`config.mk`:
```
export PLATFORM = sky130hd
export DESIGN_NAME = data_port
export DESIGN_NICKNAME = d
export VERILOG_FILES = /design/src/design/mem_cfg_pkg.sv /design/src/design/core_bus_pkg.sv /design/src/design/data_port.sv
export SDC_FILE = /design/constraint.sdc
export NUM_CORES = 1
export LEC_CHECK = 0
export ABC_AREA = 1
export BUFFER_PORTS_ARGS = -buffer_cell sky130_fd_sc_hd__buf_2
export CELL_PAD_IN_SITES_DETAIL_PLACEMENT = 1
export CELL_PAD_IN_SITES_GLOBAL_PLACEMENT = 1
export CORE_AREA = 2 2 184 186
export CTS_CLUSTER_DIAMETER = 200
export DETAILED_ROUTE_END_ITERATION = 7
export DIE_AREA = 0 0 186 188
export PLACE_DENSITY_LB_ADDON = 0.1
export SETUP_SLACK_MARGIN = 0.02
export SLEW_MARGIN = 20
export SYNTH_ARGS = -nofsm -noshare
export SYNTH_HDL_FRONTEND = slang
export SYNTH_SLANG_ARGS = --single-unit
```
`constraint.sdc`:
```
create_clock -name clk_i -period 6.16 [get_ports clk_i]
set_input_delay 0.308 -clock clk_i [delete_from_list [all_inputs] [get_ports clk_i]]
set_output_delay 0.308 -clock clk_i [all_outputs]
set_load 0.02 [all_outputs]
```
`src/design/mem_cfg_pkg.sv`:
```
// --------------------------------------------------
// Memory map of the core test memory
// Region select bit, boot ROM layout and RAM depth
// --------------------------------------------------

`default_nettype none

package mem_cfg_pkg;

    // --------------------------------------------------
    // Region decode
    // --------------------------------------------------
    // Byte address bit that steers an access to the RAM when set
    localparam int unsigned REGION_BIT = 31;

    // --------------------------------------------------
    // Boot ROM
    // --------------------------------------------------
    // Words past this count read as zero
    localparam int unsigned ROM_WORDS = 32;
    // Upper half of every ROM word, word number added on top
    localparam logic [31:0] ROM_TAG = 32'hB007_0000;

    // --------------------------------------------------
    // RAM
    // --------------------------------------------------
    // Word address width, 1024 words of 64 bits by default
    localparam int unsigned RAM_AW_DEFAULT = 10;

endpackage : mem_cfg_pkg

`default_nettype wire

```
`src/design/core_bus_pkg.sv`:
```
// --------------------------------------------------
// Port-side types of the fetch and data interfaces
// --------------------------------------------------

`default_nettype none

package core_bus_pkg;

    // Full byte address as seen by the core
    typedef logic [63:0] addr_t;

    // One memory word
    typedef logic [63:0] data_t;

    // One enable per byte of a word
    typedef logic [7:0] be_t;

    // Byte address bits 11..0, sent with the data request
    typedef logic [11:0] index_t;

    // Byte address bits 55..12, sent one cycle later
    typedef logic [43:0] tag_t;

    // First stage of the data port
    // IDLE      nothing held, new request accepted
    // WAIT_TAG  request held, tag expected
    typedef enum logic {
        IDLE,
        WAIT_TAG
    } dstage_e;

endpackage : core_bus_pkg

`default_nettype wire

```
`src/design/data_port.sv`:
```
// --------------------------------------------------
// Data port, two-stage pipeline
// Index with the request, tag one cycle later, kill drops
// --------------------------------------------------

`timescale 1ns/1ps
`default_nettype none

module data_port #(
    parameter int unsigned RAM_AW = mem_cfg_pkg::RAM_AW_DEFAULT
) (
    input  logic                 clk_i,
    input  logic                 rst_ni,
    // Requester side
    input  core_bus_pkg::index_t index_i,
    input  core_bus_pkg::tag_t   tag_i,
    input  core_bus_pkg::data_t  wdata_i,
    input  logic                 req_i,
    input  logic                 we_i,
    input  core_bus_pkg::be_t    be_i,
    input  logic                 kill_i,
    input  logic                 tag_valid_i,
    output logic                 gnt_o,
    output logic                 rvalid_o,
    output core_bus_pkg::data_t  rdata_o,
    // RAM port B
    output logic                 ram_en_o,
    output logic                 ram_we_o,
    output core_bus_pkg::be_t    ram_be_o,
    output logic [RAM_AW-1:0]    ram_addr_o,
    output core_bus_pkg::data_t  ram_wdata_o,
    input  core_bus_pkg::data_t  ram_rdata_i,
    // Boot ROM
    output core_bus_pkg::addr_t  rom_addr_o,
    input  core_bus_pkg::data_t  rom_data_i
);
    import mem_cfg_pkg::*;
    import core_bus_pkg::*;

    // --------------------------------------------------
    // Stage one, request held until its tag arrives
    // --------------------------------------------------
    dstage_e stage_q, stage_d;
    index_t  index_q;
    logic    we_q;
    be_t     be_q;
    data_t   wdata_q;

    logic    access;
    addr_t   full_addr;

    // Stage frees up this cycle if idle or its tag or kill is here
    assign gnt_o  = req_i && ((stage_q == IDLE) || tag_valid_i || kill_i);
    // Kill wins over a tag in the same cycle
    assign access = (stage_q == WAIT_TAG) && tag_valid_i && !kill_i;

    // Tag on top of the held index
    assign full_addr = {8'h00, tag_i, index_q};

    always_comb begin
        stage_d = stage_q;
        if (gnt_o) begin
            stage_d = WAIT_TAG;
        end else if ((stage_q == WAIT_TAG) && (tag_valid_i || kill_i)) begin
            stage_d = IDLE;
        end
    end

    always_ff @(posedge clk_i or negedge rst_ni) begin
        if (!rst_ni) begin
            stage_q <= IDLE;
        end else begin
            stage_q <= stage_d;
        end
    end

    always_ff @(posedge clk_i) begin
        if (gnt_o) begin
            index_q <= index_i;
            we_q    <= we_i;
            be_q    <= be_i;
            wdata_q <= wdata_i;
        end
    end

    // RAM access, writes outside the RAM region are dropped
    assign ram_en_o    = access;
    assign ram_we_o    = we_q && full_addr[REGION_BIT];
    assign ram_be_o    = be_q;
    assign ram_addr_o  = full_addr[RAM_AW+2:3];
    assign ram_wdata_o = wdata_q;

    // --------------------------------------------------
    // Stage two, response
    // --------------------------------------------------
    logic  rvalid_q;
    logic  region_q;
    addr_t addr_q;

    always_ff @(posedge clk_i or negedge rst_ni) begin
        if (!rst_ni) begin
            rvalid_q <= 1'b0;
        end else begin
            rvalid_q <= access;
        end
    end

    always_ff @(posedge clk_i) begin
        if (access) begin
            region_q <= full_addr[REGION_BIT];
            addr_q   <= full_addr;
        end
    end

    assign rom_addr_o = addr_q;
    assign rvalid_o   = rvalid_q;
    assign rdata_o    = region_q ? ram_rdata_i : rom_data_i;

endmodule : data_port

`default_nettype wire

```
* Yosys cells after proc, flatten, opt, wreduce, memory -nomap -nowiden
Cells that the tools add are included.
** Storage, ports and cells
- Input port bits :: 262
- Bits in registers :: 144
** Cells by class
- Mux-type cells :: 3
- Bitwise gates (word level) :: 1
- Reductions and logical operators :: 10
** Operator list (count)
- 64-bit two-way mux :: 1
- 1-bit logical AND :: 5
- 1-bit logical OR :: 3
- 1-bit two-way mux :: 2
- 2-bit nonzero test :: 1
- 1-bit zero test :: 1
- 1-bit NOT :: 1

* Logic depth before layout (Yosys ltp)
- Depth after elaboration :: 5
- Mapped depth :: 4
- Depth with buffers taken out :: 4

* Worst setup path before layout
No wires, ideal clock.
- Path kind :: register -> register
- Start :: register stage_q
- End :: register addr_q[0], in the netlist rom_addr_o[0], enable pin
- Slack :: 2.662 ns
- Cell stages (with the launch flop) :: 3
- Arrival time :: 3.014 ns
- Library setup time :: 0.485 ns
- Data required time :: 5.675 ns
- Cells stage by stage :: dfrtp_1 nand2_1 nor2_1
** On the way
- Cells in the longest elaborated chain, start to end :: 2
** RTL lines
- start, declared :: RTL line data_port.sv:43 : dstage_e stage_q, stage_d;
- start signal, assigned :: RTL line data_port.sv:73 : stage_q <= stage_d;
- 1-bit logical AND (2 in a row) :: RTL line data_port.sv:55 : assign access = (stage_q == WAIT_TAG) && tag_valid_i && !kill_i;
- via ram_en_o :: RTL line data_port.sv:27 : output logic ram_en_o,
- end signal, assigned :: RTL line data_port.sv:111 : addr_q <= full_addr;
- end, declared :: RTL line data_port.sv:98 : addr_t addr_q;
The timed path passes the listed nets, and every way through them passes these cells.
A chain may end at the register's enable or synchronous reset.

==> impl_metrics.py <==
metrics = {
    "clocking": {
        "cts_sinks": 143,
        "htreeDepth": 4,
        "cts-resized-gates": 0,
        "clock_latency_ns": 0.43,
        "cts_root_buf": "clkbuf_16",
        "clk_path_buf_depth": 2,
        "hold_buffers": 1,
        "cts_tree": "built",
        "cts_made_buffers": 17,
        "post-cts-setup-buffers": 0,
        "clk_transition_reported_paths_ns": 0.07,
    },
    "yosys": {
        "synthSimpleGateAreaFrac": 0.0479,
        "synthMuxAreaShare": 0,
        "synth_area_per_cell_um2": 15.1,
        "syn_inst": 380,
        "synth_top_area_cell": "edfxtp_1",
        "synth_compound_area_frac": 0.0980,
        "synth_xor_area_frac": 0,
        "synth_top_area_frac": 0.740,
        "yosysSeqAreaShare": 0.749,
        "syn-cell-area_um2": 5720,
        "yosysWarnings": 0,
        "synth_top_family_by_area": "buffers and inverters",
        "synth.distinct_cells": 14,
        "netlist_top_cells_area": "edfxtp_1, o21ai_2, inv_1",
        "synth_seq_cells": 143,
        "synthAdderAreaFrac": 0,
    },
    "worst_setup_path": {
        "crit_required_ns": 5.85,
        "critPathArrivalTime_ns": 2.67,
        "path_class": "register to output port",
        "cp-end-kind": "output port",
        "critPathLaunchType": "register",
        "cp_max_fo": 82,
    },
    "sta": {
        "setup_viol": 0,
        "tns_ns": 0,
        "timing.slew.headroom": 0.308,
        "fmax_ghz": 0.336,
        "worst_slew_pin_slew_ns": 1.04,
        "finalHoldViolCount": 0,
        "fin_skew_ns": 0.00839,
        "maxSlewViolCount": 0,
        "grt_setup_unrepaired": "no",
        "fin_crit_sh": 0.484,
        "period_minus_slack_ns": 2.98,
    },
    "layout": {
        "nNetsFinal": 1107,
        "drive_gt1_frac": 0.667,
        "syn_to_final_growth_pct": 56.2,
        "final_area_um2": 8940,
        "seqCellArea_um2": 4280,
        "num-fill-cells": 3842,
        "multiInputGateArea_um2": 872,
    },
    "pwr": {
        "powerDensity_nw_per_um2": 278,
        "swShare": 0.267,
        "intPower_mw": 1.82,
        "p_seq_frac": 0.458,
        "p_sw_uw": 664,
        "power.share.clock": 0.408,
        "p_comb_frac": 0.134,
        "ir_worst_vdd_v": 0.000203,
        "power_leakage_nw": 4.24,
    },
    "global_route": {
        "overflow": 0,
        "antenna_found_initial": 11,
        "grt_pass1_vias": 4773,
        "grt_pass1_wl_um": 29300,
        "grt_start_max_net_pins": 83,
        "track_usage": 0.118,
    },
    "hold_path": {
        "worstHoldPathType": "input pin to register",
    },
    "place": {
        "numPortBuffers": 467,
        "hpwl_um": 17900,
        "globalplace.congestion": 0.730,
        "postPlaceCellArea_um2": 8340,
    },
    "job": {
        "maxCapViolations": 0,
    },
    "die": {
        "start_util": 0.173,
        "rows": 67,
        "die_y_um": 188,
        "dieWidth_um": 186,
        "core_area_um2": 33100,
        "pin_count": 476,
        "die_area_um2": 35000,
    },
    "status": {
        "outcome": "finished clean",
    },
    "drt": {
        "wl_per_cell_um": 16.6,
        "drc_errors": 0,
        "vias": 4604,
        "routed_via_density": 3.52,
        "wirelength_um": 21800,
        "dr.pass1.iters": 4,
        "ant_nets": 0,
        "drt_iter0_drc": 116,
    },
}
## placed cells by master, fill, tap and decap left out, drive strengths merged
| cell type | count |
|---|---|
| bufinv | 1 |
| inv | 75 |
| o21ai | 64 |
| buf | 471 |
| edfxtp | 141 |
| nor2 | 1 |
| clkinvlp | 3 |
| clkinv | 4 |
| nand2 | 68 |
| dfrtp | 2 |
| nand3 | 1 |
| diode | 3 |
| conb | 8 |
| clkbuf | 18 |
| dlygate4sd3 | 1 |
## metal layers
metal | vias to the layer above | GRT usage | wire, µm
met5 | - | 0 | 49
met4 | 8 | 0.0439 | 361
met3 | 33 | 0.0703 | 3070
met2 | 291 | 0.222 | 11500
met1 | 2063 | 0.0993 | 6790
li1 | 2209 | - | -
## flip-flops by register name, summed over array words and instances, names as in the netlist
signal / cells
index_q: 12
rom_addr_o: 56
stage_q: 1
we_q: 1
rvalid_o: 1
ram_be_o: 8
ram_wdata_o: 64
## worst max-delay path: stages, from the launching register on
cell,delay (ns)
edfxtp_1,0.32
buf_4,0.51
buf_4,0.89
nand2_1,0.15
o21ai_2,0.10
buf_2,0.20
## per-stage QoR
stage / std cells / power, mW / util / setup slack (ns) / hold slack, ns
finish: 1309 / 2.49 / 0.270 / 3.18 / 0.0529
global route: 1308 / 2.59 / 0.270 / 2.91 / 0.0212
CTS: 1306 / 2.54 / 0.270 / 3.08 / 0.0195
detailed placement: 1273 / 1.50 / 0.252 / 3.58 / 0.0989
global placement: 1273 / 1.50 / 0.252 / 3.59 / 0.0995
floorplan: 387 / 1.34 / - / 2.66 / 0.0124
## Yosys cell counts
library cell,instances
nor2_1,1
buf_12,3
nand2_1,64
o21ai_2,64
buf_6,7
conb_1,1
dfrtp_1,2
clkbuf_8,1
buf_8,3
buf_4,19
nand3_1,1
inv_1,69
nand2_2,4
edfxtp_1,141
## kinds of logic (layout without fill, tap and decap cells)
| group | Yosys count | after routing |
|---|---|---|
| AND/OR/NAND/NOR | 70 | 70 |
| AO/OA/AOI/OAI | 64 | 64 |
| buffers and inverters | 102 | 573 |
| flip-flops | 143 | 143 |
| other | 1 | 11 |
## path summary, 6_finish.rpt
path	start	end	slack [ns]	cells past startpoint
setup / recovery	rom_addr_o[31]$_DFFE_PP_	rdata_o[0]	3.18	5
hold / removal	tag_i[34]	rom_addr_o[46]$_DFFE_PP_	0.05	1
setup reg to reg	stage_q$_DFFE_PN0P_	ram_be_o[4]$_DFFE_PP_	4.12	4
hold reg to reg	index_q[2]$_DFFE_PP_	rom_addr_o[2]$_DFFE_PP_	0.43	0
max in group asynchronous	rst_ni	stage_q$_DFFE_PN0P_	5.85	2
min in group asynchronous	rst_ni	rvalid_o$_DFF_PN0_	0.21	2
## power groups by stage
stage | sequential (mW) | combinational [mW] | clock [mW]
5_1_grt | 1.14 | 0.365 | 1.09
4_1_cts | 1.14 | 0.343 | 1.06
3_5_place_dp | 1.16 | 0.342 | 0
2_1_floorplan | 1.21 | 0.127 | 0
3_3_place_gp | 1.16 | 0.343 | 0
6_report | 1.14 | 0.334 | 1.01
## area by class of cell
cell class | count | area share
diodes | 3 | 0.000840
clock buffers | 18 | 0.0480
flip-flops and latches | 143 | 0.479
repair buffers | 472 | 0.266
well taps | 448 | 0.0627
multi-input cells | 142 | 0.0976
clock inverters | 14 | 0.0165
inverters | 69 | 0.0291
Power figures use the tool's default switching activity.
