$ cat src/design/mem_cfg_pkg.sv
// --------------------------------------------------
// Memory map of the core test memory
// Region select bit, boot ROM layout and RAM depth
// --------------------------------------------------

`default_nettype none

package mem_cfg_pkg;

    // --------------------------------------------------
    // Region decode
    // --------------------------------------------------
    // Byte address bit that steers an access to the RAM when set
    localparam int unsigned REGION_BIT = 31;

    // --------------------------------------------------
    // Boot ROM
    // --------------------------------------------------
    // Words past this count read as zero
    localparam int unsigned ROM_WORDS = 32;
    // Upper half of every ROM word, word number added on top
    localparam logic [31:0] ROM_TAG = 32'hB007_0000;

    // --------------------------------------------------
    // RAM
    // --------------------------------------------------
    // Word address width, 1024 words of 64 bits by default
    localparam int unsigned RAM_AW_DEFAULT = 10;

endpackage : mem_cfg_pkg

`default_nettype wire

$ cat src/design/core_bus_pkg.sv
// --------------------------------------------------
// Port-side types of the fetch and data interfaces
// --------------------------------------------------

`default_nettype none

package core_bus_pkg;

    // Full byte address as seen by the core
    typedef logic [63:0] addr_t;

    // One memory word
    typedef logic [63:0] data_t;

    // One enable per byte of a word
    typedef logic [7:0] be_t;

    // Byte address bits 11..0, sent with the data request
    typedef logic [11:0] index_t;

    // Byte address bits 55..12, sent one cycle later
    typedef logic [43:0] tag_t;

    // First stage of the data port
    // IDLE      nothing held, new request accepted
    // WAIT_TAG  request held, tag expected
    typedef enum logic {
        IDLE,
        WAIT_TAG
    } dstage_e;

endpackage : core_bus_pkg

`default_nettype wire

$ cat src/design/fetch_port.sv
// --------------------------------------------------
// Instruction fetch port
// Grants at once, answers one cycle later from RAM or ROM
// --------------------------------------------------

`timescale 1ns/1ps
`default_nettype none

module fetch_port #(
    parameter int unsigned RAM_AW = mem_cfg_pkg::RAM_AW_DEFAULT
) (
    input  logic                clk_i,
    input  logic                rst_ni,
    // Requester side
    input  core_bus_pkg::addr_t addr_i,
    input  logic                req_i,
    output logic                gnt_o,
    output logic                rvalid_o,
    output core_bus_pkg::data_t rdata_o,
    // RAM port A
    output logic                ram_en_o,
    output logic [RAM_AW-1:0]   ram_addr_o,
    input  core_bus_pkg::data_t ram_rdata_i,
    // Boot ROM
    output core_bus_pkg::addr_t rom_addr_o,
    input  core_bus_pkg::data_t rom_data_i
);
    import mem_cfg_pkg::*;
    import core_bus_pkg::*;

    logic  req_q;
    // Byte address of the request being answered
    addr_t addr_q;

    // Every request is accepted
    assign gnt_o = req_i;

    // RAM read starts in the request cycle
    assign ram_en_o   = req_i;
    assign ram_addr_o = addr_i[RAM_AW+2:3];

    always_ff @(posedge clk_i or negedge rst_ni) begin
        if (!rst_ni) begin
            req_q <= 1'b0;
        end else begin
            req_q <= req_i;
        end
    end

    always_ff @(posedge clk_i) begin
        if (req_i) begin
            addr_q <= addr_i;
        end
    end

    // Response cycle, region of the registered address picks the source
    assign rom_addr_o = addr_q;
    assign rvalid_o   = req_q;
    assign rdata_o    = addr_q[REGION_BIT] ? ram_rdata_i : rom_data_i;

endmodule : fetch_port

`default_nettype wire

$ cat config.mk
export PLATFORM = sky130hd
export DESIGN_NAME = fetch_port
export DESIGN_NICKNAME = d
export VERILOG_FILES = /design/src/design/mem_cfg_pkg.sv /design/src/design/core_bus_pkg.sv /design/src/design/fetch_port.sv
export SDC_FILE = /design/constraint.sdc
export NUM_CORES = 1
export LEC_CHECK = 0
export BUFFER_PORTS_ARGS = -buffer_cell sky130_fd_sc_hd__clkbuf_2
export CAP_MARGIN = 30
export CORE_AREA = 2 2 130 132
export DETAILED_ROUTE_END_ITERATION = 10
export DIE_AREA = 0 0 132 134
export GPL_TIMING_DRIVEN = 1
export PLACE_DENSITY_LB_ADDON = 0.12
export SYNTH_ARGS = -nofsm -noshare
export SYNTH_HDL_FRONTEND = slang
export SYNTH_SLANG_ARGS = --single-unit
$ cat constraint.sdc
create_clock -name clk_i -period 1.01 [get_ports clk_i]
set_input_delay 0.0505 -clock clk_i [delete_from_list [all_inputs] [get_ports clk_i]]
set_output_delay 0.0505 -clock clk_i [all_outputs]
set_load 0.05 [all_outputs]
After elaboration in Yosys (flattened, before gate mapping)
Index checks and enable logic that the tools add are counted.

Register bits after elaboration: 65. Bits of input ports: 195. Output and inout port bits: 141. Word-level logic and storage cells: 3.

Mux-type cells: 1.

Operator list (count): 64-bit 2-to-1 mux (1).

Depth between registers and ports, before layout
Gate-level depths: netlist of the first run.

Word-level depth: 1. Gate-level depth with buffers: 3. Gate-level depth less buffers: 1.

Worst setup path after synthesis of the first run
Ideal clock, no wire load.

Kind: flip-flop to output port. From: register addr_q[31], in the netlist rom_addr_o[31]. To: output port rdata_o[10]. Data arrival time: 1431 ps. Required time: 959 ps. Slack: -471 ps. Cell stages (with the launch flop): 4. Buffers on the path: 2. Cell sequence: edfxtp_1 -> buf_6 -> buf_12 -> mux2_4.

Longest elaborated chain between the ends: 1.

Ends and longest elaborated chain: start, declared (RTL line fetch_port.sv:33) `addr_t addr_q;`; start signal, assigned (RTL line fetch_port.sv:52) `addr_q <= addr_i;`; 64-bit 2-to-1 mux (RTL line fetch_port.sv:59) `assign rdata_o = addr_q[REGION_BIT] ? ram_rdata_i : rom_data_i;`; end, declared (RTL line fetch_port.sv:19) `output core_bus_pkg::data_t rdata_o,`.

No other way between the ends.

Worst setup path after layout of the first run
From: register addr_q[31], in the netlist rom_addr_o[31]. To: output port rdata_o[20].

The elaborated chain is that of the path after synthesis.

==> flow_summary.json, run 1 <==
{
  "wl_met2_um": 6250,
  "layout_commonest_cell": "clkbuf_2",
  "grt_first_pass_wirelength_um": 17600,
  "finalMaxSlewViolations": 0,
  "fmax_mhz": 624,
  "dieArea_um2": 17700,
  "violations": "setup timing",
  "track_usage": 0.130,
  "crit_path_frequent_cell": "buf_12",
  "critPathMaxStageDelay_ps": 410,
  "min_period_ps": 1600,
  "synth.avg_cell_area_um2": 21.0,
  "criticalPathCategory": "reg -> out",
  "numCtsBuffers": 9,
  "syn_inst": 148,
  "p_per_area_nw_per_um2": 1530,
  "syn_to_final_growth_pct": 114,
  "final.setup.tns_ps": -36490,
  "leakage_nw": 3.26,
  "start_util": 0.191,
  "ys_seq_area_frac": 0.625,
  "core_area_um2": 16300,
  "via_per_inst": 3.79,
  "worst_ir_drop_vdd_mv": 1.17,
  "critPathMaxFanout": 19,
  "cp.arrival_ps": 1550,
  "setup_violations": 65,
  "routabilityCongestion": 0.816,
  "drt_first_pass_iters": 4,
  "grt_max_degree": 46,
  "grt_pass1_vias": 3292,
  "insertedDiodeCount": 0,
  "clock_path_buffers": 2,
  "cp_slowest_cell": "edfxtp_1",
  "antenna_found_initial": 0,
  "fin_util": 0.410,
  "path_cells": "buf_12 > buf_12 > mux2_4 > buf_8",
  "outcome": "finished, violations left",
  "hp-class": "in -> async",
  "routedWlPerCell_um": 15.5,
  "io_pins": 336,
  "vias": 2935,
  "drcViolationCount": 0,
  "synth.distinct_cells": 7,
  "timing.final.crit_share": 1.59,
  "drive_gt1_frac": 0.764,
  "synthesis.nets": 343,
  "nets": 746,
  "die_h_um": 134,
  "drt-total-wl_um": 12000,
  "yosys_warnings": 0,
  "final_cell_mix": "clkbuf_2, buf_8, dlygate4sd3_1, edfxtp_1, mux2_4",
  "dpl.hpwl_um": 9650,
  "start_kind": "flip-flop",
  "port_buffers": 335,
  "clock-sinks": 65,
  "ys_ff_latch": 65,
  "first_iter_violations": 29,
  "wl_met1_um": 4190,
  "fp.dieW_um": 132,
  "clkTransAtPathRegs_ps": 50,
  "postLayoutCellArea_um2": 6670,
  "final_hold_viol_count": 0,
  "critPathRequiredTime_ps": 960,
  "rows": 47,
  "ant_nets": 0,
  "endpoint_kind": "output port",
  "syn_area_um2": 3110,
  "cts_root_buffer": "clkbuf_16",
  "worst_pin_slew_ps": 300,
  "rsz0062_at_grt": "true",
  "setup_ws_ps": -592,
  "dpl_cell_area_um2": 5020,
  "slew_headroom": 0.801,
  "top_layer_used": "met4",
  "total_power_mw": 10.2,
  "htreeDepth": 3,
  "route.met3.wl_um": 1280,
  "cts_tree": "yes",
  "maxCapViolCount": 0,
  "worst_hold_slack_ps": 42.4,
  "overflow": 0
}
-- Yosys cell counts --
| master | number | share of area |
|---|---|---|
| edfxtp_1 | 64 | 0.62 |
| buf_4 | 12 | 0.029 |
| dfrtp_1 | 1 | 0.0080 |
| mux2_4 | 60 | 0.29 |
| buf_12 | 6 | 0.039 |
| mux2_2 | 4 | 0.014 |
| buf_6 | 1 | 0.0036 |
-- worst max-delay path, delay by kind of cell (launching register included) --
kind	cells	cell delay, ps
muxes	1	320
buffers and inverters	3	480
DFF	1	410
-- through the flow --
step,instances,setup slack [ps]
after floorplan,148,-462
after global placement,694,-318
after detailed placement,694,-329
after CTS,775,-622
after global routing,775,-629
final,775,-592
-- power by group --
group	switching, mW	internal (mW)
Combinational	2.35	1.68
Sequential	0.0590	3.20
Clock	1.05	1.88
-- metal layers --
metal	up-vias	GRT usage
met1	1335	0.130
met5	-	0
met4	0	0.0501
met2	215	0.238
met3	21	0.0563
li1	1364	-
-- flip-flops by register name, indices dropped and copies added (netlist names) --
register and flops:
rom_addr_o 64, rvalid_o 1
-- timing repair --
| action | CTS | global route |
|---|---|---|
| buffers inserted | 1 | 0 |
| hold buffers | 65 | 0 |
| gates resized for setup | 141 | 120 |
| endpoints found under the hold margin | 65 | 0 |
| endpoints found under the setup margin | 72 | 112 |
| pin swaps | 0 | 0 |
-- worst paths after layout --
kind                                start  slack (ps)           to
max                        rom_addr_o[31]        -590  rdata_o[20]
max in group asynchronous          rst_ni         880     rvalid_o
min                                rst_ni          40     rvalid_o
min in group clk_i                  req_i         160     rvalid_o
-- cell type report --
cell class,instances,area (um2)
multi-input cells,64,953
fillers,1542,9620
clock buffers,9,225
well taps,220,275
flip-flops and latches,65,1950
clock inverters,6,60.1
repair buffers,411,3210
-- cell families (layout without fill, tap and decap cells) --
kind of cell  Yosys count  after routing  share of synthesized area
mux                    64             64                      0.304
buf+inv                19            426                     0.0711
flops                  65             65                      0.625
No activity file was read; power rests on OpenSTA's default activity.
==> inputs of run 2 (changes only) <==
--- a/config.mk
+++ b/config.mk
@@ -7,9 +7,10 @@
 export LEC_CHECK = 0
 export BUFFER_PORTS_ARGS = -buffer_cell sky130_fd_sc_hd__clkbuf_2
 export CAP_MARGIN = 30
-export CORE_AREA = 2 2 130 132
+export CORE_AREA = 2 2 129 131
 export DETAILED_ROUTE_END_ITERATION = 10
-export DIE_AREA = 0 0 132 134
+export DIE_AREA = 0 0 131 133
+export GPL_ROUTABILITY_DRIVEN = 0
 export GPL_TIMING_DRIVEN = 1
 export PLACE_DENSITY_LB_ADDON = 0.12
 export SYNTH_ARGS = -nofsm -noshare
==> constraint.sdc (replaced) <==
create_clock -name clk_i -period 2.05 [get_ports clk_i]
set_input_delay 0.1025 -clock clk_i [delete_from_list [all_inputs] [get_ports clk_i]]
set_output_delay 0.1025 -clock clk_i [all_outputs]
set_load 0.05 [all_outputs]
==> run 2 against run 1 <==
  * The flow now finishes without violations
  * First-iteration DRC count is 69% higher
  * Via count shrank 2.3%
  * Design area fell by 12%
  * Critical endpoint is now rdata_o[60]
==> flow_summary.json, run 2 (synthesis results as in run 1) <==
{
  "syn_to_final_growth_pct": 88.9,
  "clkTransAtPathRegs_ps": 60,
  "critPathMaxStageDelay_ps": 580,
  "die_h_um": 133,
  "dp_slack_ps": 494,
  "grt_max_degree": 44,
  "overflow": 0,
  "fin_util": 0.364,
  "slew_headroom": 0.650,
  "fmax_mhz": 526,
  "cp_num_buf_inv": 2,
  "cp_slowest_cell": "edfxtp_1",
  "rows": 47,
  "total_power_mw": 4.89,
  "cts_tree": "yes",
  "leakage_nw": 2.99,
  "worst_ir_drop_vdd_mv": 0.553,
  "worst_pin_slew_ps": 525,
  "postLayoutCellArea_um2": 5880,
  "outcome": "complete, no violations",
  "layout_commonest_cell": "clkbuf_2",
  "routedWlPerCell_um": 15.4,
  "port_buffers": 335,
  "cts_root_buffer": "clkbuf_16",
  "setup_violations": 0,
  "fp.dieW_um": 131,
  "io_pins": 336,
  "final_cell_mix": "clkbuf_2, dlygate4sd3_1, edfxtp_1, mux2_4, clkbuf_16",
  "drive_gt1_frac": 0.762,
  "clock-sinks": 65,
  "drt_first_pass_iters": 4,
  "rsz0062_at_grt": "false",
  "wl_met2_um": 6260,
  "clock_path_buffers": 2,
  "drt-total-wl_um": 11900,
  "instances_no_fill": 774,
  "largest_register_ffs": 64,
  "final.setup.tns_ps": 0,
  "dpl_cell_area_um2": 4900,
  "dpl.hpwl_um": 10000,
  "core_area_um2": 16200,
  "antenna_found_initial": 4,
  "p_per_area_nw_per_um2": 831,
  "critPathMaxFanout": 34,
  "track_usage": 0.130,
  "ant_nets": 0,
  "drcViolationCount": 0,
  "hp-class": "in -> async",
  "top_layer_used": "met5",
  "maxCapViolCount": 0,
  "finalMaxSlewViolations": 0,
  "start_util": 0.193,
  "route.met3.wl_um": 1320,
  "first_iter_violations": 49,
  "place_inst": 690,
  "wl_met1_um": 4040,
  "grt_pass1_vias": 3121,
  "nets": 741,
  "worst_hold_slack_ps": 95.9,
  "dieArea_um2": 17400,
  "numCtsBuffers": 9,
  "setup_ws_ps": 150,
  "cts-resized-gates": 0,
  "grt_first_pass_wirelength_um": 16600,
  "critPathRequiredTime_ps": 1950,
  "cp.arrival_ps": 1800,
  "htreeDepth": 3,
  "start_kind": "flip-flop",
  "vias": 2868,
  "endpoint_kind": "output port",
  "via_per_inst": 3.71,
  "min_period_ps": 1900,
  "timing.final.crit_share": 0.927,
  "final_hold_viol_count": 0,
  "path_cells": "buf_12 > mux2_4 > clkbuf_2",
  "criticalPathCategory": "reg -> out",
  "path_delay_family": "flip-flops"
}
-- run 2: cell types whose count changed in the layout (fill, tap and decap cells not counted), moves of 5 or more --
cell,delta
buf_2,-38
clkbuf_4,-5
clkbuf_2,+117
buf_4,-5
buf_8,-67
buf_12,-5
-- run 2: cell type report --
type                       instances  area (um2)
fill                            1636       10300
timing repair buffer             406        2380
sequential                        65        1950
multi-input combinational         64         946
tap                              220         275
clock buffer                      10         229
clock inverter                     6        92.6
antenna                            3        7.51
-- run 2: what timing repair did --
action / 4_1_cts / 5_1_grt
hold buffers: 65 / 0
buffers inserted: 0 / 0
hold endpoints to repair: 65 / 0
-- run 2: power by group --
part | total [mW] | switching (mW) | internal [mW]
sequential | 1.61 | 0.0342 | 1.58
clock | 1.64 | 0.573 | 1.07
combinational | 1.64 | 1.10 | 0.541
total | 4.89 | 1.70 | 3.19
-- run 2: worst paths after layout --
kind                           startpoint          end  slack, ps  cells past startpoint
min in group clk_i                  req_i     rvalid_o        290                      2
setup / recovery           rom_addr_o[31]  rdata_o[60]        150                      3
max in group asynchronous          rst_ni     rvalid_o       1870                      2
hold / removal                     rst_ni     rvalid_o        100                      2
-- run 2: metal layers --
layer	vias up	global-route usage
met4	2	0.0632
li1	1361	-
met1	1281	0.124
met5	-	0
met2	209	0.237
met3	15	0.0534
