[src/design/mem_cfg_pkg.sv]
// --------------------------------------------------
// Memory map of the core test memory
// Region select bit, boot ROM layout and RAM depth
// --------------------------------------------------

`default_nettype none

package mem_cfg_pkg;

    // --------------------------------------------------
    // Region decode
    // --------------------------------------------------
    // Byte address bit that steers an access to the RAM when set
    localparam int unsigned REGION_BIT = 31;

    // --------------------------------------------------
    // Boot ROM
    // --------------------------------------------------
    // Words past this count read as zero
    localparam int unsigned ROM_WORDS = 32;
    // Upper half of every ROM word, word number added on top
    localparam logic [31:0] ROM_TAG = 32'hB007_0000;

    // --------------------------------------------------
    // RAM
    // --------------------------------------------------
    // Word address width, 1024 words of 64 bits by default
    localparam int unsigned RAM_AW_DEFAULT = 10;

endpackage : mem_cfg_pkg

`default_nettype wire

[src/design/core_bus_pkg.sv]
// --------------------------------------------------
// Port-side types of the fetch and data interfaces
// --------------------------------------------------

`default_nettype none

package core_bus_pkg;

    // Full byte address as seen by the core
    typedef logic [63:0] addr_t;

    // One memory word
    typedef logic [63:0] data_t;

    // One enable per byte of a word
    typedef logic [7:0] be_t;

    // Byte address bits 11..0, sent with the data request
    typedef logic [11:0] index_t;

    // Byte address bits 55..12, sent one cycle later
    typedef logic [43:0] tag_t;

    // First stage of the data port
    // IDLE      nothing held, new request accepted
    // WAIT_TAG  request held, tag expected
    typedef enum logic {
        IDLE,
        WAIT_TAG
    } dstage_e;

endpackage : core_bus_pkg

`default_nettype wire

[src/design/boot_rom.sv]
// --------------------------------------------------
// Boot ROM, combinational
// Word k holds ROM_TAG+k on top and its inverse below
// --------------------------------------------------

`timescale 1ns/1ps
`default_nettype none

module boot_rom (
    input  core_bus_pkg::addr_t addr_i,
    output core_bus_pkg::data_t data_o
);
    import mem_cfg_pkg::*;

    // Word number from the byte address
    logic [60:0] word_idx;
    // Upper half of the addressed word
    logic [31:0] upper;

    assign word_idx = addr_i[63:3];
    assign upper    = ROM_TAG + 32'(word_idx);

    always_comb begin
        if (word_idx < 61'(ROM_WORDS)) begin
            data_o = {upper, ~upper};
        end else begin
            // Unpopulated part of the ROM
            data_o = '0;
        end
    end

endmodule : boot_rom

`default_nettype wire

[config.mk]
export PLATFORM = sky130hd
export DESIGN_NAME = boot_rom
export DESIGN_NICKNAME = d
export VERILOG_FILES = /design/src/design/mem_cfg_pkg.sv /design/src/design/core_bus_pkg.sv /design/src/design/boot_rom.sv
export SDC_FILE = /design/constraint.sdc
export NUM_CORES = 1
export LEC_CHECK = 0
export BUFFER_PORTS_ARGS = -buffer_cell sky130_fd_sc_hd__buf_2
export CORE_MARGIN = 3
export CORE_UTILIZATION = 25
export DETAILED_ROUTE_END_ITERATION = 10
export PLACE_DENSITY = 0.86
export SYNTH_ARGS = -nofsm -noshare
export SYNTH_HDL_FRONTEND = slang
export SYNTH_SLANG_ARGS = --single-unit
[constraint.sdc]
create_clock -name vclk -period 1.6
set_clock_uncertainty 0.1 [all_clocks]
set_input_delay 0.16 -clock vclk [all_inputs]
set_output_delay 0.16 -clock vclk [all_outputs]
set_load 0.05 [all_outputs]
* Word-level counts from Yosys, hierarchy flattened
Index checks and enable logic that the tools add are counted.
** Operators by class
- Order comparisons :: 1
- Mux-type cells :: 1
- Add/sub/neg operators :: 1
- Bitwise operators :: 1
** Operators with widths (count)
- 64-bit two-way mux :: 1
- 61-bit by 6-bit < comparator with 1-bit output, second input constant :: 1
- 32-bit adder, first input constant :: 1
- 32-bit inverter :: 1
** Storage, ports and cells
- Output and inout bits :: 64
- Word-level logic and storage cells :: 4
- Input bits :: 64
- Register bits after elaboration :: 0

* Logic depth before layout (Yosys ltp)
Gate-level depths: netlist of run 1.
- Depth in word-level cells :: 3
- Depth in mapped cells :: 6
- Depth with buffers taken out :: 5

* Worst setup path before layout of run 1
OpenSTA, ideal clock, no wires.
- Path type :: input -> output
- Start point :: input addr_i[59]
- End point :: output data_o[1]
- Arrival :: 2643 ps
- Required time :: 1340 ps
- Stages :: 5
- Setup slack :: -1303 ps
- Path buffers :: 1
- Cell sequence :: or4_1 -> nor2_4 -> inv_2 -> buf_2 -> nor4_1
** On the way
- Cells in the longest elaborated chain, start to end :: 2
** Ends and longest elaborated chain
- start, declared :: line boot_rom.sv:10 : input core_bus_pkg::addr_t addr_i,
- 61-bit by 6-bit < comparator with 1-bit output :: line boot_rom.sv:24 : if (word_idx < 61'(ROM_WORDS)) begin
- 64-bit two-way mux :: line boot_rom.sv:24
- end, declared :: line boot_rom.sv:11 : output core_bus_pkg::data_t data_o
No other way between the ends.

* Worst setup path in the final report of run 1
- Start point :: input addr_i[51]
- End point :: output data_o[1]
The elaborated chain is that of the path after synthesis.

==> results.cfg, run 1 <==
[global_routing]
grt_first_pass_wirelength_um = 6510
grt_use_total_pct = 24.4
grt_max_degree = 13
grt-ovfl-total = 0
grt_pass1_vias = 1226
antenna_found_initial = 1

[sta]
slew_viol_final = 0
period_minus_slack_ns = 2.14
rsz0062_at_grt = true
fin_tns_setup_ns = -17.78
fmax_mhz = 468
fin_ws_ns = -0.535
finalHoldViolations = 0
whs_ns = 0.523
finalSetupViolCount = 39
post-route-period-util_pct = 133

[critical_path]
path_max_fanout = 7
crit_family = simple AND/OR/NAND/NOR gates
start_kind = primary input
critPathBufInv = 3
path_cells = buf_6 > nor4_4 > nand2_1 > or3_4 > buf_12 > nor4_4 > buf_6
cp_slowest_cell = or3_4
end_kind = output pin
cp_slowest_stage_delay_ns = 0.52
critPathKind = primary input to output pin
crit_arrival_ns = 1.88
crit_required_ns = 1.34

[placed_design]
numPortBuffers = 100
place_congestion = 0.685
dp_slack_ns = -0.509
placedCellCount = 245
dp_hpwl_um = 2560

[logic_synthesis]
yosysWarnings = 0
seq_area_frac_synth_pct = 0
synth_compound_area_share_pct = 0
synth-xor-area-share_pct = 1.23
yosysTopAreaCell = buf_4
yosys.area_share.adder_pct = 1.75
yosys-top-cells-area = buf_4, nor3_1, nor3_2
ys_types = 22
synth-simple-area-share_pct = 60.0
mappedNetlistArea_um2 = 713
synth.avg_cell_area_um2 = 6.54
yosysTopAreaCellShare_pct = 26.3
synth_top_family_by_area = simple AND/OR/NAND/NOR gates
synth_cells = 109
synthMuxAreaShare_pct = 0

[final_layout]
seq_cells = 0
final_common_cell = buf_6
fin_cells = 252
final_layout_size_suffix_gt1_share_pct = 81.4
mostFrequentLayoutCells = buf_6, buf_2, nor3_4, conb_1, nor4_4
fillers = 86
clockBufferCount = 0
seq_area_um2 = 0
area_growth_pct = 236
fin_nets = 288

[outcome]
violations = setup timing
outcome = finished with violations

[worst_hold_path]
hold_class = primary input to output pin

[drt]
remaining_drc_errors = 0
ant_nets = 0
first_pass_iters = 4
vias = 1403
viasPerCell = 5.57
routedWlPerCell_um = 22.5
first_iter_violations = 105
routed_wl_um = 5670

[flow_run]
cap_violations = 0

[floorplan]
io_pins = 128
die_area_um2 = 3530
initial_core_util_pct = 27.5
die_y_um = 59.4
die_width_um = 59.4
core_um2 = 2590
rows = 18

[power]
peakVddDrop_mv = 0.220
power_density_nw_per_um2 = 129
cellLeakagePower_nw = 1.48
power_mw = 0.310

[cts]
post_cts.repair.setup_buffers = 0
postCtsHoldBufs = 0
[what timing repair did]
action	in CTS	in global routing
pin swaps	2	24
gates cloned	4	2
gates resized for setup	89	28
setup endpoints to repair	39	39
[per-layer routing]
metal | share of wire [%] | track usage [%] | up-vias | routed length [um]
li1 | - | - | 580 | -
met3 | 9.0 | 2.40 | 30 | 509
met5 | 0 | 0 | - | 0
met4 | 6.2 | 5.50 | 0 | 350
met2 | 51 | 46.0 | 130 | 2880
met1 | 34 | 29.1 | 663 | 1930
[power breakdown]
group	switching [mW]	internal, mW
logic	0.208	0.101
clock network	0	0.0000000838
registers	0	0
total	0.208	0.101
[cells in the mapped netlist, drive strengths merged]
master / instances
nor3: 32
inv: 3
nor2: 2
nor4: 17
xnor2: 1
nand2: 9
clkbuf: 3
buf: 33
or3: 1
nand4: 1
or4: 4
ha: 1
conb: 1
nand3: 1
[path summary, 6_finish.rpt]
check / start / end / slack (ns) / depth (start not counted)
max: addr_i[51] / data_o[1] / -0.54 / 7
min: addr_i[7] / data_o[4] / 0.52 / 3
[cells by family after synthesis]
group                    after synthesis
other                                  1
adder cells (fa/ha/maj)                1
buffers and inverters                 39
XOR/XNOR                               1
AND/OR/NAND/NOR                       67
[cell type report]
class                           instances  area, um^2  area share [%]
Tap cell                               30        37.5            1.57
Multi-Input combinational cell         94        1090            45.4
Antenna cell                            1        2.50           0.105
Timing Repair Buffer                  124        1250            52.3
Inverter                                3        16.3           0.680
[through the flow]
stage / util (%) / area (um^2)
3_3_place_gp: 68.4 / 1770
4_1_cts: 85.2 / 2210
6_report: 92.4 / 2390
2_1_floorplan: - / 1310
3_5_place_dp: 68.4 / 1770
5_1_grt: 92.4 / 2390
Power figures use the tool's default switching activity.
==> run 2, diff against run 1 <==
- CORE_UTILIZATION: 25 -> 28
- PLACE_DENSITY: 0.86 -> 0.9
- clock period: 1.6 -> 2.1 ns (I/O delays scaled with it)
==> run 2 against run 1 <==
  * The flow still finishes with violations (setup timing)
  * Sequential cell count did not move
  * Hold slack improved by 0.10 ns
  * Global-route usage fell by 3.6 points
  * Sequential share of layout area did not move
  * Critical path type unchanged
  * Highest routed layer unchanged
==> results.cfg, run 2 (synthesis gave the netlist of run 1 again) <==
[placed_design]
placedCellCount = 238
numPortBuffers = 100
dp_hpwl_um = 2780
place_congestion = 0.948

[worst_hold_path]
hold_class = primary input to output pin
hold_depth = 3
holdPathEnd = data_o[1]
hp-start = addr_i[4]

[critical_path]
crit_required_ns = 1.79
path_max_fanout = 12
end_kind = output pin
start_kind = primary input
crit_arrival_ns = 1.88
critPathKind = primary input to output pin

[final_layout]
fin_nets = 284
final_common_cell = buf_2
final_layout_size_suffix_gt1_share_pct = 80.2
seq_area_um2 = 0
mostFrequentLayoutCells = buf_2, buf_6, nor3_4, conb_1
area_growth_pct = 204
fillers = 75
seq_cells = 0
fin_cells = 246
clockBufferCount = 0

[power]
p_switching_mw = 0.152
pwr-share-seq_pct = 0
clockPowerShare_pct = 0
p_int_mw = 0.0653
switching_share_pct = 70.0
power_density_nw_per_um2 = 100
power_mw = 0.218
cellLeakagePower_nw = 1.31
peakVddDrop_mv = 0.178
pwr-share-comb_pct = 100.0

[floorplan]
initial_core_util_pct = 30.8
core_um2 = 2320
rows = 17
die_area_um2 = 3190
die_y_um = 56.5
die_width_um = 56.5
io_pins = 128

[drt]
remaining_drc_errors = 0
routedWlPerCell_um = 20.8
first_pass_iters = 4
first_iter_violations = 39
vias = 1314
ant_nets = 0
viasPerCell = 5.34
routed_wl_um = 5110

[sta]
post-route-period-util_pct = 104
finalSetupViolCount = 34
fin_ws_ns = -0.0923
slew_viol_final = 0
finalHoldViolations = 0
fin_tns_setup_ns = -1.74
period_minus_slack_ns = 2.19
fmax_mhz = 456
rsz0062_at_grt = true

[cts]
postCtsHoldBufs = 0

[global_routing]
grt-ovfl-total = 0
antenna_found_initial = 1
grt_pass1_vias = 1122
grt_max_degree = 26
grt_use_total_pct = 20.8
grt_first_pass_wirelength_um = 5390

[flow_run]
cap_violations = 0

[outcome]
violations = setup timing
outcome = finished with violations
==> run 2: area by class of cell <==
cell class / instances / area [um^2] / area share (%)
multi-input combinational: 94 / 1020 / 46.8
antenna: 1 / 2.50 / 0.115
tap: 28 / 35.0 / 1.61
inverter: 3 / 13.8 / 0.634
timing repair buffer: 120 / 1100 / 50.8
==> run 2: power groups by stage <==
| stage | sequential (mW) | clock [mW] | combinational [mW] |
|---|---|---|---|
| 2_1_floorplan | 0 | 0 | 0.150 |
| 3_3_place_gp | 0 | 0 | 0.176 |
| 3_5_place_dp | 0 | 0 | 0.180 |
| 4_1_cts | 0 | 0 | 0.184 |
| 5_1_grt | 0 | 0.0000000636 | 0.225 |
| 6_report | 0 | 0.0000000636 | 0.218 |
==> run 2: what timing repair did <==
action	CTS	global route
pin swaps	0	15
hold endpoints to repair	0	0
cloned	0	4
resized for setup	44	72
setup buffers	0	3
setup endpoints to repair	38	38
==> run 2: worst max-delay path, stage by stage <==
cell     delay [ns]
buf_6          0.09
or4_4          0.55
nor2_4         0.17
nand3_4        0.16
buf_12         0.18
buf_12         0.16
nor3_4         0.16
buf_6          0.19
==> run 2: routing by layer <==
metal / track usage [%] / up-vias / part of all wire, %
met5: 0 / - / 0
met4: 5.08 / 0 / 6.3
met3: 2.53 / 28 / 8.0
met2: 43.1 / 120 / 56
met1: 21.2 / 592 / 30
li1: - / 574 / -
==> run 2: worst max path at each step <==
stage                          start          to  slack, ns  cells after the start
after floorplan           addr_i[28]  data_o[17]      -0.15                      6
after global placement    addr_i[50]   data_o[0]      -0.06                      7
after detailed placement  addr_i[45]   data_o[5]      -0.12                      7
after CTS                 addr_i[45]  data_o[25]     -0.002                      7
after global routing       addr_i[9]   data_o[5]      -0.15                      7
final                     addr_i[42]   data_o[5]      -0.09                      8
==> run 2: metrics by stage <==
stage / area (um^2) / worst slack [ns] / hold WS, ns / utilization [%]
3_5_place_dp: 1600 / -0.115 / 0.679 / 69.1
2_1_floorplan: 1200 / -0.145 / 0.386 / -
5_1_grt: 2170 / -0.150 / 0.635 / 93.6
4_1_cts: 1730 / -0.00186 / 0.634 / 74.7
6_report: 2170 / -0.0923 / 0.624 / 93.6
3_3_place_gp: 1600 / -0.0648 / 0.672 / 69.1
==> run 3, diff against run 2 <==
- CORE_MARGIN: 3 -> 2
==> run 3 against run 2 <==
  * The run still ends with setup timing left
  * Clock-buffer cell count is the same
  * Total power shrank 4.7%
  * First-iteration DRC count shrank 82%
  * Worst setup slack gained 0.057 ns
  * Fmax grew 2.7%
  * Die area shrank 7.0%
  * Routed wire length shrank 32%
  * Via count shrank 9.1%
  * Critical endpoint is now data_o[3]
  * Highest routed layer unchanged
==> results.cfg, run 3 (synthesis gave the netlist of run 1 again) <==
[worst_hold_path]
hold_class = primary input to output pin

[critical_path]
critPathKind = primary input to output pin
cp_slowest_stage_delay_ns = 0.39
cpMostUsedCell = nor4_4
crit_required_ns = 1.79
cp_slowest_cell = or3_4
crit_arrival_ns = 1.82
path_max_fanout = 19
path_cells = buf_2 > nor4_4 > nand4_1 > or3_4 > buf_12 > nor4_4 > buf_6
start_kind = primary input
end_kind = output pin

[power]
pwr-share-comb_pct = 100.0
p_switching_mw = 0.146
clockPowerShare_pct = 0
peakVddDrop_mv = 0.179
power_density_nw_per_um2 = 109
switching_share_pct = 70.2
pwr-share-seq_pct = 0
p_int_mw = 0.0617
cellLeakagePower_nw = 1.10

[placed_design]
dp_hpwl_um = 2510
dp_slack_ns = -0.118
place_congestion = 0.905
placedCellCount = 242
numPortBuffers = 100

[global_routing]
grt_use_total_pct = 19.5
grt_max_degree = 21
grt_first_pass_wirelength_um = 4350
antenna_found_initial = 0
grt_pass1_vias = 976
grt-ovfl-total = 0

[final_layout]
fillers = 160
final_common_cell = buf_2
area_growth_pct = 166
fin_cells = 242
mostFrequentLayoutCells = buf_2, buf_4, conb_1, nor3_4, buf_6
diodes = 0
clockBufferCount = 0
seq_cells = 0
final_layout_size_suffix_gt1_share_pct = 79.7
fin_nets = 279
seq_area_um2 = 0

[floorplan]
core_um2 = 2450
die_area_um2 = 2970
io_pins = 128
rows = 18
die_y_um = 54.5
initial_core_util_pct = 29.1
die_width_um = 54.5

[drt]
routed_wl_um = 3480
viasPerCell = 4.94
ant_nets = 0
routedWlPerCell_um = 14.4
first_pass_iters = 4
vias = 1195
remaining_drc_errors = 0
first_iter_violations = 7

[sta]
period_minus_slack_ns = 2.13
finalHoldViolations = 0
fmax_mhz = 468
fin_ws_ns = -0.0348
slew_viol_final = 0
finalSetupViolCount = 4
post-route-period-util_pct = 102
rsz0062_at_grt = true

[flow_run]
cap_violations = 0

[outcome]
violations = setup timing
outcome = finished with violations

[cts]
postCtsHoldBufs = 0
post_cts.repair.setup_buffers = 0
[run 3: cell count changes in the layout (fill, tap and decap cells not counted), moves of 2 or more]
cell / previous run / this run
buf_12: 8 / 5
clkbuf_4: 0 / 2
nor3_2: 5 / 12
buf_6: 46 / 19
clkbuf_16: 3 / 0
nor3_4: 27 / 20
or4_1: 0 / 2
nor4_1: 4 / 2
or4_4: 4 / 2
buf_4: 10 / 32
buf_2: 52 / 56
[run 3: final cells by class]
cell class | count | area [um^2] | share of cell area [%]
Multi-Input combinational cell | 94 | 981 | 51.7
Timing Repair Buffer | 115 | 865 | 45.6
Tap cell | 30 | 37.5 | 1.98
Inverter | 3 | 13.8 | 0.726
[run 3: metal layers]
layer / global-route usage [%] / wire [um] / vias up
li1: - / - / 554
met1: 20.9 / 1050 / 555
met2: 41.6 / 2020 / 76
met3: 0.820 / 317 / 10
met4: 2.50 / 89 / 0
met5: 0 / 0 / -
[run 3: worst paths after layout]
kind / from / to / slack (ns) / cells past startpoint
max: addr_i[14] / data_o[3] / -0.03 / 7
min: addr_i[5] / data_o[2] / 0.62 / 3
[run 3: through the flow]
step | setup TNS, ns | power (mW) | instance area, um^2 | hold WS (ns) | utilization [%]
3_5_place_dp | -1.97 | 0.180 | 1620 | 0.672 | 66.0
3_3_place_gp | -0.687 | 0.177 | 1620 | 0.671 | 66.0
5_1_grt | -1.57 | 0.218 | 1900 | 0.637 | 77.3
4_1_cts | -0.00539 | 0.182 | 1730 | 0.620 | 70.4
2_1_floorplan | -1.63 | 0.150 | 1200 | 0.386 | -
6_report | -0.0788 | 0.208 | 1900 | 0.621 | 77.3
[run 3: critical path, delay by kind of cell]
kind                   cells  cell delay (ns)
AND/OR/NAND/NOR            4             1.09
buffers and inverters      3             0.52
[run 3: power groups by stage]
stage | Sequential, mW | Combinational (mW) | Clock [mW]
final | 0 | 0.208 | 0
after global routing | 0 | 0.218 | 0
after CTS | 0 | 0.182 | 0
after detailed placement | 0 | 0.180 | 0
after global placement | 0 | 0.177 | 0
after floorplan | 0 | 0.150 | 0
[run 3: timing repair]
item / in CTS / in global routing
resized for setup: 38 / 39
pin swaps: 1 / 1
setup endpoints to repair: 35 / 39
